**config.mk**
```make
export PLATFORM = sky130hd
export DESIGN_NAME = fir_top
export DESIGN_NICKNAME = d
export VERILOG_FILES = /design/src/hdl/fir_pkg.sv /design/src/hdl/coeff_regs.sv /design/src/hdl/fir_core.sv /design/src/hdl/fir_top.sv /design/src/hdl/sample_history.sv
export SDC_FILE = /design/constraint.sdc
export NUM_CORES = 2
export LEC_CHECK = 0
export ABC_AREA = 1
export BUFFER_PORTS_ARGS = -buffer_cell sky130_fd_sc_hd__buf_4
export CELL_PAD_IN_SITES_DETAIL_PLACEMENT = 1
export CELL_PAD_IN_SITES_GLOBAL_PLACEMENT = 1
export CORE_MARGIN = 4
export CORE_UTILIZATION = 25
export DETAILED_ROUTE_END_ITERATION = 8
export HOLD_SLACK_MARGIN = 0.12
export PLACE_DENSITY_LB_ADDON = 0.1
export SLEW_MARGIN = 20
export SYNTH_ARGS = -nofsm -noshare
export SYNTH_HDL_FRONTEND = slang
export SYNTH_SLANG_ARGS = --single-unit
```
**constraint.sdc**
```tcl
create_clock -name clk -period 18.6 [get_ports clk]
set_input_delay 0.93 -clock clk [delete_from_list [all_inputs] [get_ports clk]]
set_output_delay 0.93 -clock clk [all_outputs]
set_load 0.005 [all_outputs]
```
**src/hdl/fir_pkg.sv**
```systemverilog
package fir_pkg;

	// Datapath widths.
	localparam int DATA_W       = 9;
	localparam int COEFF_W      = 9;
	localparam int TAPS         = 73;
	localparam int HALF_TAPS    = (TAPS + 1) / 2;   // Unique coefficients.
	localparam int HIST_ADDR_W  = 7;                // 128 words of history.
	localparam int COEFF_ADDR_W = 6;
	localparam int MAC_W        = DATA_W + COEFF_W + 1;
	localparam int ACC_W        = MAC_W + 3;

	typedef logic signed [DATA_W-1:0]     sample_t;
	typedef logic signed [COEFF_W-1:0]    coeff_t;
	typedef logic signed [ACC_W-1:0]      acc_t;
	typedef logic        [HIST_ADDR_W-1:0]  hist_addr_t;
	typedef logic        [COEFF_ADDR_W-1:0] coeff_addr_t;

	// Low-pass table, outermost tap first, centre tap last.
	localparam coeff_t DEFAULT_COEFFS [HALF_TAPS] = '{
		9'sd0,   -9'sd1,  -9'sd1,  -9'sd2,  -9'sd3,  -9'sd3,
		-9'sd4,  -9'sd4,  -9'sd3,  -9'sd1,  9'sd1,   9'sd3,
		9'sd7,   9'sd10,  9'sd12,  9'sd13,  9'sd12,  9'sd9,
		9'sd3,   -9'sd5,  -9'sd14, -9'sd24, -9'sd33, -9'sd40,
		-9'sd43, -9'sd39, -9'sd29, -9'sd12, 9'sd13,  9'sd44,
		9'sd80,  9'sd119, 9'sd157, 9'sd192, 9'sd222, 9'sd243,
		9'sd255
	};

endpackage

```
**src/hdl/coeff_regs.sv**
```systemverilog
`timescale 1ns/10ps

module coeff_regs
	import fir_pkg::*;
(
	input  logic        clk,
	input  logic        rst,
	input  logic        we,
	input  coeff_addr_t waddr,
	input  coeff_t      wdata,
	input  coeff_addr_t raddr,
	output coeff_t      rdata,
	input  coeff_addr_t tap_addr,
	output coeff_t      tap_coeff
);

	localparam coeff_addr_t LAST_ADDR = coeff_addr_t'(HALF_TAPS - 1);

	coeff_t regs [HALF_TAPS];
	logic   waddr_ok;
	logic   raddr_ok;
	logic   tap_ok;

	assign waddr_ok = (waddr <= LAST_ADDR);
	assign raddr_ok = (raddr <= LAST_ADDR);
	assign tap_ok   = (tap_addr <= LAST_ADDR);

	// Table comes back to the low-pass default on every reset.
	always_ff @(posedge clk) begin
		if (rst) begin
			regs <= DEFAULT_COEFFS;
		end else if (we && waddr_ok) begin
			regs[waddr] <= wdata; // Lands on the next edge.
		end
	end

	// Host readback port.
	always_comb begin
		rdata = '0;
		if (raddr_ok) begin
			rdata = regs[raddr];
		end
	end

	// Tap port for the core, read every cycle of a computation.
	always_comb begin
		tap_coeff = '0;
		if (tap_ok) begin
			tap_coeff = regs[tap_addr];
		end
	end

	a_write_in_range: assert property (
		@(posedge clk) disable iff (rst) we |-> waddr_ok
	) else $error("coeff_regs: write to address %0d beyond the table", waddr);

endmodule

```
**src/hdl/fir_core.sv**
```systemverilog
`timescale 1ns/10ps

module fir_core
	import fir_pkg::*;
(
	input  logic        clk,
	input  logic        rst,
	input  logic        sample,
	input  sample_t     left_in,
	input  sample_t     right_in,
	output coeff_addr_t tap_addr,
	input  coeff_t      tap_coeff,
	output logic        hist_we,
	output hist_addr_t  left_addr,
	output hist_addr_t  right_addr,
	output sample_t     left_wdata,
	output sample_t     right_wdata,
	input  sample_t     left_rdata,
	input  sample_t     right_rdata,
	output acc_t        left_out,
	output acc_t        right_out,
	output logic        sample_out
);

	typedef enum logic [1:0] {
		ST_IDLE  = 2'd0,
		ST_LEFT  = 2'd1,
		ST_RIGHT = 2'd2
	} state_t;

	localparam coeff_addr_t CENTRE_TAP = coeff_addr_t'(HALF_TAPS - 1);

	state_t      state;
	logic        last_sample;
	logic        update;     // One cycle after the sample edge.
	logic        start;
	logic        done;       // Last MAC finished and outputs load next edge.
	sample_t     left_hold;
	sample_t     right_hold;
	sample_t     buf_left;
	sample_t     buf_right;
	hist_addr_t  wr_ptr;
	hist_addr_t  fwd_ptr;
	hist_addr_t  rev_ptr;
	coeff_addr_t cnt;
	logic        last_tap;
	logic signed [DATA_W:0]  op_a;
	logic signed [DATA_W:0]  op_b;
	logic signed [DATA_W:0]  pair_sum;
	logic signed [MAC_W-1:0] mac;
	acc_t        acc_left;
	acc_t        acc_right;

	// Sample edge detect.
	always_ff @(posedge clk) begin
		if (rst) begin
			last_sample <= 1'b0;
			update      <= 1'b0;
		end else begin
			last_sample <= sample;
			update      <= sample & ~last_sample;
		end
	end

	// Inputs as seen on the edge where sample went high.
	always_ff @(posedge clk) begin
		left_hold  <= left_in;
		right_hold <= right_in;
	end

	assign start       = update && (state == ST_IDLE) && !done; // Busy strobes drop here.
	assign hist_we     = start;
	assign left_wdata  = left_hold;
	assign right_wdata = right_hold;
	assign tap_addr    = cnt;
	assign last_tap    = (cnt == CENTRE_TAP);

	// Each memory gives one operand per cycle; the partner sits in the buffer.
	always_comb begin
		case (state)
			ST_LEFT: begin
				left_addr  = rev_ptr;
				right_addr = fwd_ptr;
			end
			ST_RIGHT: begin
				left_addr  = fwd_ptr;
				right_addr = rev_ptr;
			end
			default: begin
				left_addr  = wr_ptr;
				right_addr = wr_ptr;
			end
		endcase
	end

	// Pre-adder. The centre tap has no partner.
	always_comb begin
		if (state == ST_LEFT) begin
			op_a = {buf_left[DATA_W-1], buf_left};
			op_b = {left_rdata[DATA_W-1], left_rdata};
		end else begin
			op_a = {buf_right[DATA_W-1], buf_right};
			op_b = {right_rdata[DATA_W-1], right_rdata};
		end
		pair_sum = last_tap ? op_a : op_a + op_b;
	end

	assign mac = MAC_W'(tap_coeff) * MAC_W'(pair_sum); // The single multiplier.

	// Control and outputs.
	always_ff @(posedge clk) begin
		if (rst) begin
			state      <= ST_IDLE;
			done       <= 1'b0;
			sample_out <= 1'b0;
			wr_ptr     <= '0;
			fwd_ptr    <= '0;
			rev_ptr    <= '0;
			cnt        <= '0;
			left_out   <= '0;
			right_out  <= '0;
		end else begin
			sample_out <= done;
			done       <= 1'b0;
			if (done) begin
				left_out  <= acc_left;
				right_out <= acc_right;
				wr_ptr    <= wr_ptr - 1'b1; // Newest sample sits at the lowest address.
			end
			case (state)
				ST_IDLE: begin
					if (start) begin
						cnt     <= '0;
						fwd_ptr <= wr_ptr;
						rev_ptr <= wr_ptr + hist_addr_t'(TAPS - 1);
						state   <= ST_LEFT;
					end
				end
				ST_LEFT: begin
					fwd_ptr <= fwd_ptr + 1'b1;
					state   <= ST_RIGHT;
				end
				ST_RIGHT: begin
					if (last_tap) begin
						done  <= 1'b1;
						state <= ST_IDLE;
					end else begin
						cnt     <= cnt + 1'b1;
						rev_ptr <= rev_ptr - 1'b1;
						state   <= ST_LEFT;
					end
				end
				default: state <= ST_IDLE;
			endcase
		end
	end

	// Accumulators and operand buffers.
	always_ff @(posedge clk) begin
		case (state)
			ST_IDLE: begin
				if (start) begin
					acc_left  <= '0;
					acc_right <= '0;
					buf_left  <= left_hold; // Newest left sample x[0].
				end
			end
			ST_LEFT: begin
				acc_left  <= acc_left + acc_t'(mac);
				buf_right <= right_rdata;
			end
			ST_RIGHT: begin
				acc_right <= acc_right + acc_t'(mac);
				buf_left  <= left_rdata;
			end
			default: ;
		endcase
	end

	a_done_single: assert property (
		@(posedge clk) disable iff (rst) sample_out |=> !sample_out
	) else $error("fir_core: sample_out high on two cycles in a row");

endmodule

```
**src/hdl/fir_top.sv**
```systemverilog
`timescale 1ns/10ps

module fir_top
	import fir_pkg::*;
(
	input  logic        clk,
	input  logic        rst,
	input  logic        sample,
	input  sample_t     left_in,
	input  sample_t     right_in,
	input  logic        coeff_we,
	input  coeff_addr_t coeff_waddr,
	input  coeff_t      coeff_wdata,
	input  coeff_addr_t coeff_raddr,
	output coeff_t      coeff_rdata,
	output acc_t        left_out,
	output acc_t        right_out,
	output logic        sample_out
);

	coeff_addr_t tap_addr;
	coeff_t      tap_coeff;
	logic        hist_we;
	hist_addr_t  left_addr;
	hist_addr_t  right_addr;
	sample_t     left_wdata;
	sample_t     right_wdata;
	sample_t     left_rdata;
	sample_t     right_rdata;

	coeff_regs i_coeff_regs (
		.clk       (clk),
		.rst       (rst),
		.we        (coeff_we),
		.waddr     (coeff_waddr),
		.wdata     (coeff_wdata),
		.raddr     (coeff_raddr),
		.rdata     (coeff_rdata),
		.tap_addr  (tap_addr),
		.tap_coeff (tap_coeff)
	);

	fir_core i_fir_core (
		.clk         (clk),
		.rst         (rst),
		.sample      (sample),
		.left_in     (left_in),
		.right_in    (right_in),
		.tap_addr    (tap_addr),
		.tap_coeff   (tap_coeff),
		.hist_we     (hist_we),
		.left_addr   (left_addr),
		.right_addr  (right_addr),
		.left_wdata  (left_wdata),
		.right_wdata (right_wdata),
		.left_rdata  (left_rdata),
		.right_rdata (right_rdata),
		.left_out    (left_out),
		.right_out   (right_out),
		.sample_out  (sample_out)
	);

	sample_history i_hist_left (
		.clk   (clk),
		.we    (hist_we),
		.addr  (left_addr),
		.wdata (left_wdata),
		.rdata (left_rdata)
	);

	sample_history i_hist_right (
		.clk   (clk),
		.we    (hist_we),
		.addr  (right_addr),
		.wdata (right_wdata),
		.rdata (right_rdata)
	);

endmodule

```
**src/hdl/sample_history.sv**
```systemverilog
`timescale 1ns/10ps

// One channel of sample history, addressed as a circular buffer by the core.
module sample_history
	import fir_pkg::*;
(
	input  logic       clk,
	input  logic       we,
	input  hist_addr_t addr,
	input  sample_t    wdata,
	output sample_t    rdata
);

	sample_t mem [2**HIST_ADDR_W];

	always_ff @(posedge clk) begin
		if (we) begin
			mem[addr] <= wdata;
		end
	end

	assign rdata = mem[addr]; // Asynchronous read, same address as the write.

endmodule

```
# After elaboration in Yosys (flattened, before gate mapping)

Memory sizes are Yosys's and may differ from the RTL's.
Cells that the tools add are included.

Bitwise logic cells: 6
$add $sub $neg: 8
Equality and inequality tests: 5
Mux-type cells: 35
$mul: 1
Reduce and logical (&&, ||, !) cells: 12
Order comparisons: 7

Operators by type and width:

| operator                                                                      | number |
|---|---|
| 333-bit bitwise mux                                                           | 1 |
| 9-bit binary-select mux with 6-bit select                                     | 2 |
| 22-bit case mux with 2 select lines                                           | 2 |
| 9-bit two-way mux                                                             | 8 |
| 7-bit case mux with 2 select lines                                            | 4 |
| 9-bit demux with 6-bit select                                                 | 1 |
| 22-bit by 19-bit adder with 22-bit output                                     | 2 |
| 10-bit two-way mux                                                            | 3 |
| 22-bit two-way mux                                                            | 1 |
| 7-bit greater-or-equal comparator (second input constant)                     | 3 |
| 7-bit two-way mux                                                             | 3 |
| 6-bit inverter with 7-bit output                                              | 3 |
| 9-bit by 10-bit multiplier with 19-bit output                                 | 1 |
| 6-bit less-or-equal comparator (second input constant)                        | 3 |
| 9-bit case mux with 2 select lines                                            | 1 |
| 7-bit by 1-bit subtractor with 7-bit output (second input constant)           | 2 |
| 6-bit two-way mux                                                             | 2 |
| 6-bit case mux with 2 select lines                                            | 1 |
| 10-bit adder                                                                  | 1 |
| 7-bit by 1-bit adder with 7-bit output (second input constant)                | 1 |
| 7-bit adder (second input constant)                                           | 1 |
| 7-bit by 1-bit less-than comparator with 1-bit output (second input constant) | 1 |
| 6-bit by 1-bit adder with 6-bit output (second input constant)                | 1 |
| 6-bit equality test (second input constant)                                   | 1 |
| 15 further kinds                                                              | 25 |

Bits of input ports: 43
Register bits: 490
Logic and storage cells: 130
Memory bits (writable): 2304
Memories kept: 2

Memory list:

| memory           | depth | width | read ports | clocked after Yosys merged registers in | write ports | RTL line             | source |
|---|---|---|---|---|---|---|---|
| i_hist_left.mem  | 128   | 9     | 1          | 0                                       | 1           | sample_history.sv:14 | `sample_t mem [2**HIST_ADDR_W];` |
| i_hist_right.mem | 128   | 9     | 1          | 0                                       | 1           | sample_history.sv:14 |  |

# Longest topological paths before layout

An unclocked memory read counts as a cell.

Depth in word-level cells: 9
Gate-level depth with buffers: 64
Mapped depth without buffers: 61

# Modules after synthesis

From an unflattened synthesis, not the netlist that was laid out.

Cell total of the unflattened synthesis: 14371
Area total of the unflattened synthesis: 129112.6 sq um

Modules (own cells, without submodules):

| module         | area each (sq um) | cells each | seq. area each (sq um) | times used |
|---|---|---|---|---|
| sample_history | 49103.3           | 4918       | 34593.2                | 2 |
| coeff_regs     | 18725.5           | 2979       | 6666.4                 | 1 |
| fir_core       | 12180.4           | 1556       | 3763.6                 | 1 |

# Worst setup path after synthesis

No wires, ideal clock.

Path kind: reg-to-reg
From: reg i_fir_core.state[0]
To: reg i_fir_core.acc_right[21] (data pin)
Data arrival time: 9398 ps
Setup time: 253 ps
Required time: 18347 ps
Period minus slack after synthesis: 9651 ps
Stages on the path, launching flop included: 58
Buffers on the path: 4
Path slack: 8949 ps
Cells stage by stage: dfxtp_1 > inv_1 > ha_1 > buf_2 > or2_1 > buf_2 > nand2_1 > inv_2 > clkbuf_1 > clkbuf_1 > nand2_1 > nand2_1 > nand2_1 > nand2_1 > nand2_1 > nand2_1 > nand2_1 > nand2_1 > [22 not listed] > ha_1 > nand2_1 > o21ai_0 > a21oi_1 > o21ai_0 > a31oi_1 > o21ai_0 > xor2_1 > ha_1 > nand2_1 > nor4_1 > nand4_1 > nand3_1 > a21oi_1 > o21ai_0 > nand2_1 > nand2_1 > nor2_1

Longest elaborated chain between the ends: 9

RTL lines:

| what                                                                                  | RTL line                                        | source |
|---|---|---|
| start: declaration                                                                    | fir_core.sv:33                                  | `state_t state;` |
| start signal: assignment                                                              | fir_core.sv:113                                 | `state <= ST_IDLE;` |
| start signal: assignment                                                              | fir_core.sv:136                                 | `state <= ST_LEFT;` |
| start signal: assignment                                                              | fir_core.sv:141                                 | `state <= ST_RIGHT;` |
| 2-bit equality test or 2-bit by 1-bit equality test with 1-bit output (tied branches) | fir_core.sv:80, fir_core.sv:160, fir_core.sv:98 |  |
| 7-bit case mux with 2 select lines                                                    | fir_core.sv:80                                  | `case (state)` |
| memory 128 x 9 bit                                                                    | n/a                                             |  |
| 10-bit two-way mux                                                                    | fir_core.sv:98                                  | `if (state == ST_LEFT) begin` |
| 10-bit adder                                                                          | fir_core.sv:105                                 | `pair_sum = last_tap ? op_a : op_a + op_b;` |
| 10-bit two-way mux                                                                    | fir_core.sv:105                                 |  |
| 9-bit by 10-bit multiplier with 19-bit output                                         | fir_core.sv:108                                 | `assign mac = MAC_W'(tap_coeff) * MAC_W'(pair_sum);` |
| 22-bit by 19-bit adder with 22-bit output                                             | fir_core.sv:173                                 | `acc_right <= acc_right + acc_t'(mac);` |
| 22-bit case mux with 2 select lines *                                                 | fir_core.sv:160                                 | `case (state)` |
| end signal: assignment                                                                | fir_core.sv:173                                 |  |
| end: declaration                                                                      | fir_core.sv:52                                  | `acc_t acc_right;` |

Every way passes the cells marked *; elsewhere a longest branch is shown, timed or not.
A chain may end at the register's enable or synchronous reset.

# Worst setup path in the final report

Same ends and word-level chain as after synthesis.

==> results.yml <==
outcome:
  status: "finished, final reports clean"
cells_and_area:
  stdcell_count: 20683
  area_delta_synth_final_pct: 15.6
  nFillCells: 57571
  finish.utilization_pct: 29.0
  nNetsFinal: 13906
  layout-drive-gt1-share_pct: 6.59
setup_path:
  timing.critical_path.mode_cell: "nand2_1"
  start_kind: "flop"
  worstPathArrival_ns: 14.91
  crit_path_end_kind: "flop"
  cp.required_ns: 19.29
  critPathMaxFanout: 84
  r2r_start: "i_fir_core.state[0]$_SDFFE_PP0P_"
  worst_path_largest_cell_delay_ns: 0.70
  rrSetupSlack_ns: 4.39
  timing.rr.end: "i_fir_core.acc_right[21]$_SDFFCE_PP0P_"
  crit_type: "flop to flop"
  critPathSlowestCell: "buf_4"
  reg2reg_depth: 56
synth:
  synthFlopType: "edfxtp_1"
  yosysWarnings: 0
  synthTopCellsByCount: "6657 x nand2_1, 2366 x edfxtp_1, 705 x o21ai_0, 638 x nor2_1, 585 x clkbuf_1"
  syn_inst: 13784
  syn-num-nets: 14012
  ys_types: 45
  synth-seq-cells: 2794
  yosysTopAreaCell: "edfxtp_1"
  synthTopCellsByArea: "edfxtp_1 56%, nand2_1 20%, dfxtp_1 6.7%, o21ai_0 2.8%, a21oi_1 2.1%"
  synth_edf_count: 2366
  netlist_area_um2: 127000
  yosysTopAreaCellShare_pct: 55.9
  avgSynthCellArea_um2: 9.22
  async_reset_ff_share_pct: 0
  yosysMostFrequentCell: "nand2_1"
  seq_area_frac_synth_pct: 62.6
clock_tree:
  cts_max_level: 5
  path_clk_slew_ns: 0.06
  cts_setup_buffers: 0
  ctsHoldBuffers: 18
  cts_buffers: 357
  root_buffer: "clkbuf_16"
  clock-sinks: 2794
  worstSkewPairLatency_ns: 0.95
  clockBufferDepth: 4
  cts.repair.resized: 0
  cts_tree: "built"
global_routing:
  overflow: 0
  antenna_found_initial: 21
  track_usage_pct: 18.7
  grt_pass1_wl_mm: 727
  grt_max_degree: 150
  grt_pass1_vias: 101578
routing:
  vias: 96657
  wl_per_cell_um: 24.1
  post-route-drc-count: 0
  post_drt_via_cell_ratio: 4.67
  drtIter0Drc: 6062
  wl_mm: 499
  dr.pass1.iters: 5
  drt.antenna.violating_nets: 0
place:
  gp_congestion: 0.808
  dp_cells: 20007
  hpwlAfterDp_mm: 303
  port_buffers: 96
floorplanning:
  fp-row-count: 261
  dieWidth_um: 721
  core-area_um2: 506000
  ioPinCount: 97
  die_area_um2: 520000
  fp.dieH_um: 721
  initial_core_util_pct: 25.1
timing:
  setup_tns_ns: 0
  rsz0062_at_grt: "false"
  whs_ns: 0.303
  slew_viol_final: 0
  min_period_over_period_pct: 76.4
  setup_viol: 0
  min_period_ns: 14.21
  fmax_ghz: 0.0703
  fin_worst_skew_ns: 0.0546
  hold_violations: 0
  worst_pin_slew_ns: 1.24
  slew_headroom_pct: 16.6
min_path:
  holdPathStages: 3
  holdCritPathClass: "input port to flop"
  min_from: "sample"
  worst_hold_path.endpoint: "i_fir_core.last_sample$_SDFF_PP0_"
job:
  drv_cap: 0
## critical path: cells and delay by family, from the launching register on
family,cells,cell delay [ns]
AND/OR/NAND/NOR,26,3.72
XOR/XNOR,2,0.46
adder cells (fa/ha/maj),9,3.66
buffers and inverters,9,3.00
AO/OA/AOI/OAI,10,2.40
flip-flops,1,0.38
## flip-flops by register name, indices dropped and copies added (netlist names), 9 cells and up
name and count:
i_fir_core.right_wdata 9, i_fir_core.buf_right 9, i_fir_core.acc_right 22, i_coeff_regs.regs 333, i_fir_core.acc_left 22, i_hist_left.mem 1152
i_fir_core.right_out 22, i_hist_right.mem 1152, i_fir_core.left_wdata 9, i_fir_core.buf_left 9, i_fir_core.left_out 22
## cell usage in the layout, fill, tap and decap left out, drive strengths merged, types with 13 or more instances in the layout
cell type / instances
nand4: 64
dfxtp: 428
ha: 109
nor2: 639
nor3: 27
fa: 76
inv: 513
edfxtp: 2366
buf: 297
clkbuf: 469
a211oi: 20
o22ai: 13
nand2: 6658
o21bai: 13
nand3: 485
a21oi: 538
clkinv: 150
a31oi: 13
o21ai: 710
xor2: 21
bufinv: 23
dlygate4sd3: 18
o211ai: 220
## final cells by class
type	instances	area [µm²]	share of cell area, %
multi-input combinational	9695	42800	29.1
tap	6706	8390	5.71
clock inverter	183	1710	1.17
timing repair buffer	315	2660	1.81
clock buffer	469	9710	6.61
inverter	515	1980	1.35
antenna	6	15.0	0.0102
sequential	2794	79700	54.2
## per-stage QoR
step	setup slack, ns	cell area (µm²)
6_report	4.39	147000
5_1_grt	3.18	147000
3_5_place_dp	4.31	135000
4_1_cts	4.27	147000
2_1_floorplan	8.95	127000
3_3_place_gp	4.43	135000
## metal layers
layer / share of wire (%) / vias to the layer above / GRT usage, %
met4: 2.7 / 2 / 4.98
met2: 48 / 1494 / 32.0
met1: 46 / 49087 / 25.3
met3: 3.1 / 620 / 1.80
li1: - / 45454 / -
met5: 0.0030 / - / 0
## worst max path at each step
stage,cells past startpoint,endpoint,startpoint
6_report,56,i_fir_core.acc_right[21]$_SDFFCE_PP0P_,i_fir_core.state[0]$_SDFFE_PP0P_
5_1_grt,57,i_fir_core.acc_right[21]$_SDFFCE_PP0P_,i_fir_core.state[0]$_SDFFE_PP0P_
4_1_cts,56,i_fir_core.acc_right[21]$_SDFFCE_PP0P_,i_fir_core.state[0]$_SDFFE_PP0P_
3_5_place_dp,56,i_fir_core.acc_right[21]$_SDFFCE_PP0P_,i_fir_core.state[0]$_SDFFE_PP0P_
3_3_place_gp,57,i_fir_core.acc_right[21]$_SDFFCE_PP0P_,i_fir_core.state[0]$_SDFFE_PP0P_
2_1_floorplan,57,i_fir_core.acc_right[21]$_SDFFCE_PP0P_,i_fir_core.state[0]$_SDFFE_PP0P_
## cells by family (layout without fill, tap and decap cells)
group / after synthesis / after routing / share of synthesized area (%)
other: 0 / 6 / 0
xor gates and xnor gates: 33 / 33 / 0.227
adders and majority gates: 185 / 185 / 2.27
AOI/OAI and AO/OA: 1578 / 1578 / 6.86
and+or+nand+nor: 7899 / 7899 / 24.0
DFF: 2794 / 2794 / 62.6
buffers and inverters: 1295 / 1482 / 3.96
Power is left out: the tool's default activity adds up to more than one toggle a clock period on the data nets, which glitch-free logic cannot reach.
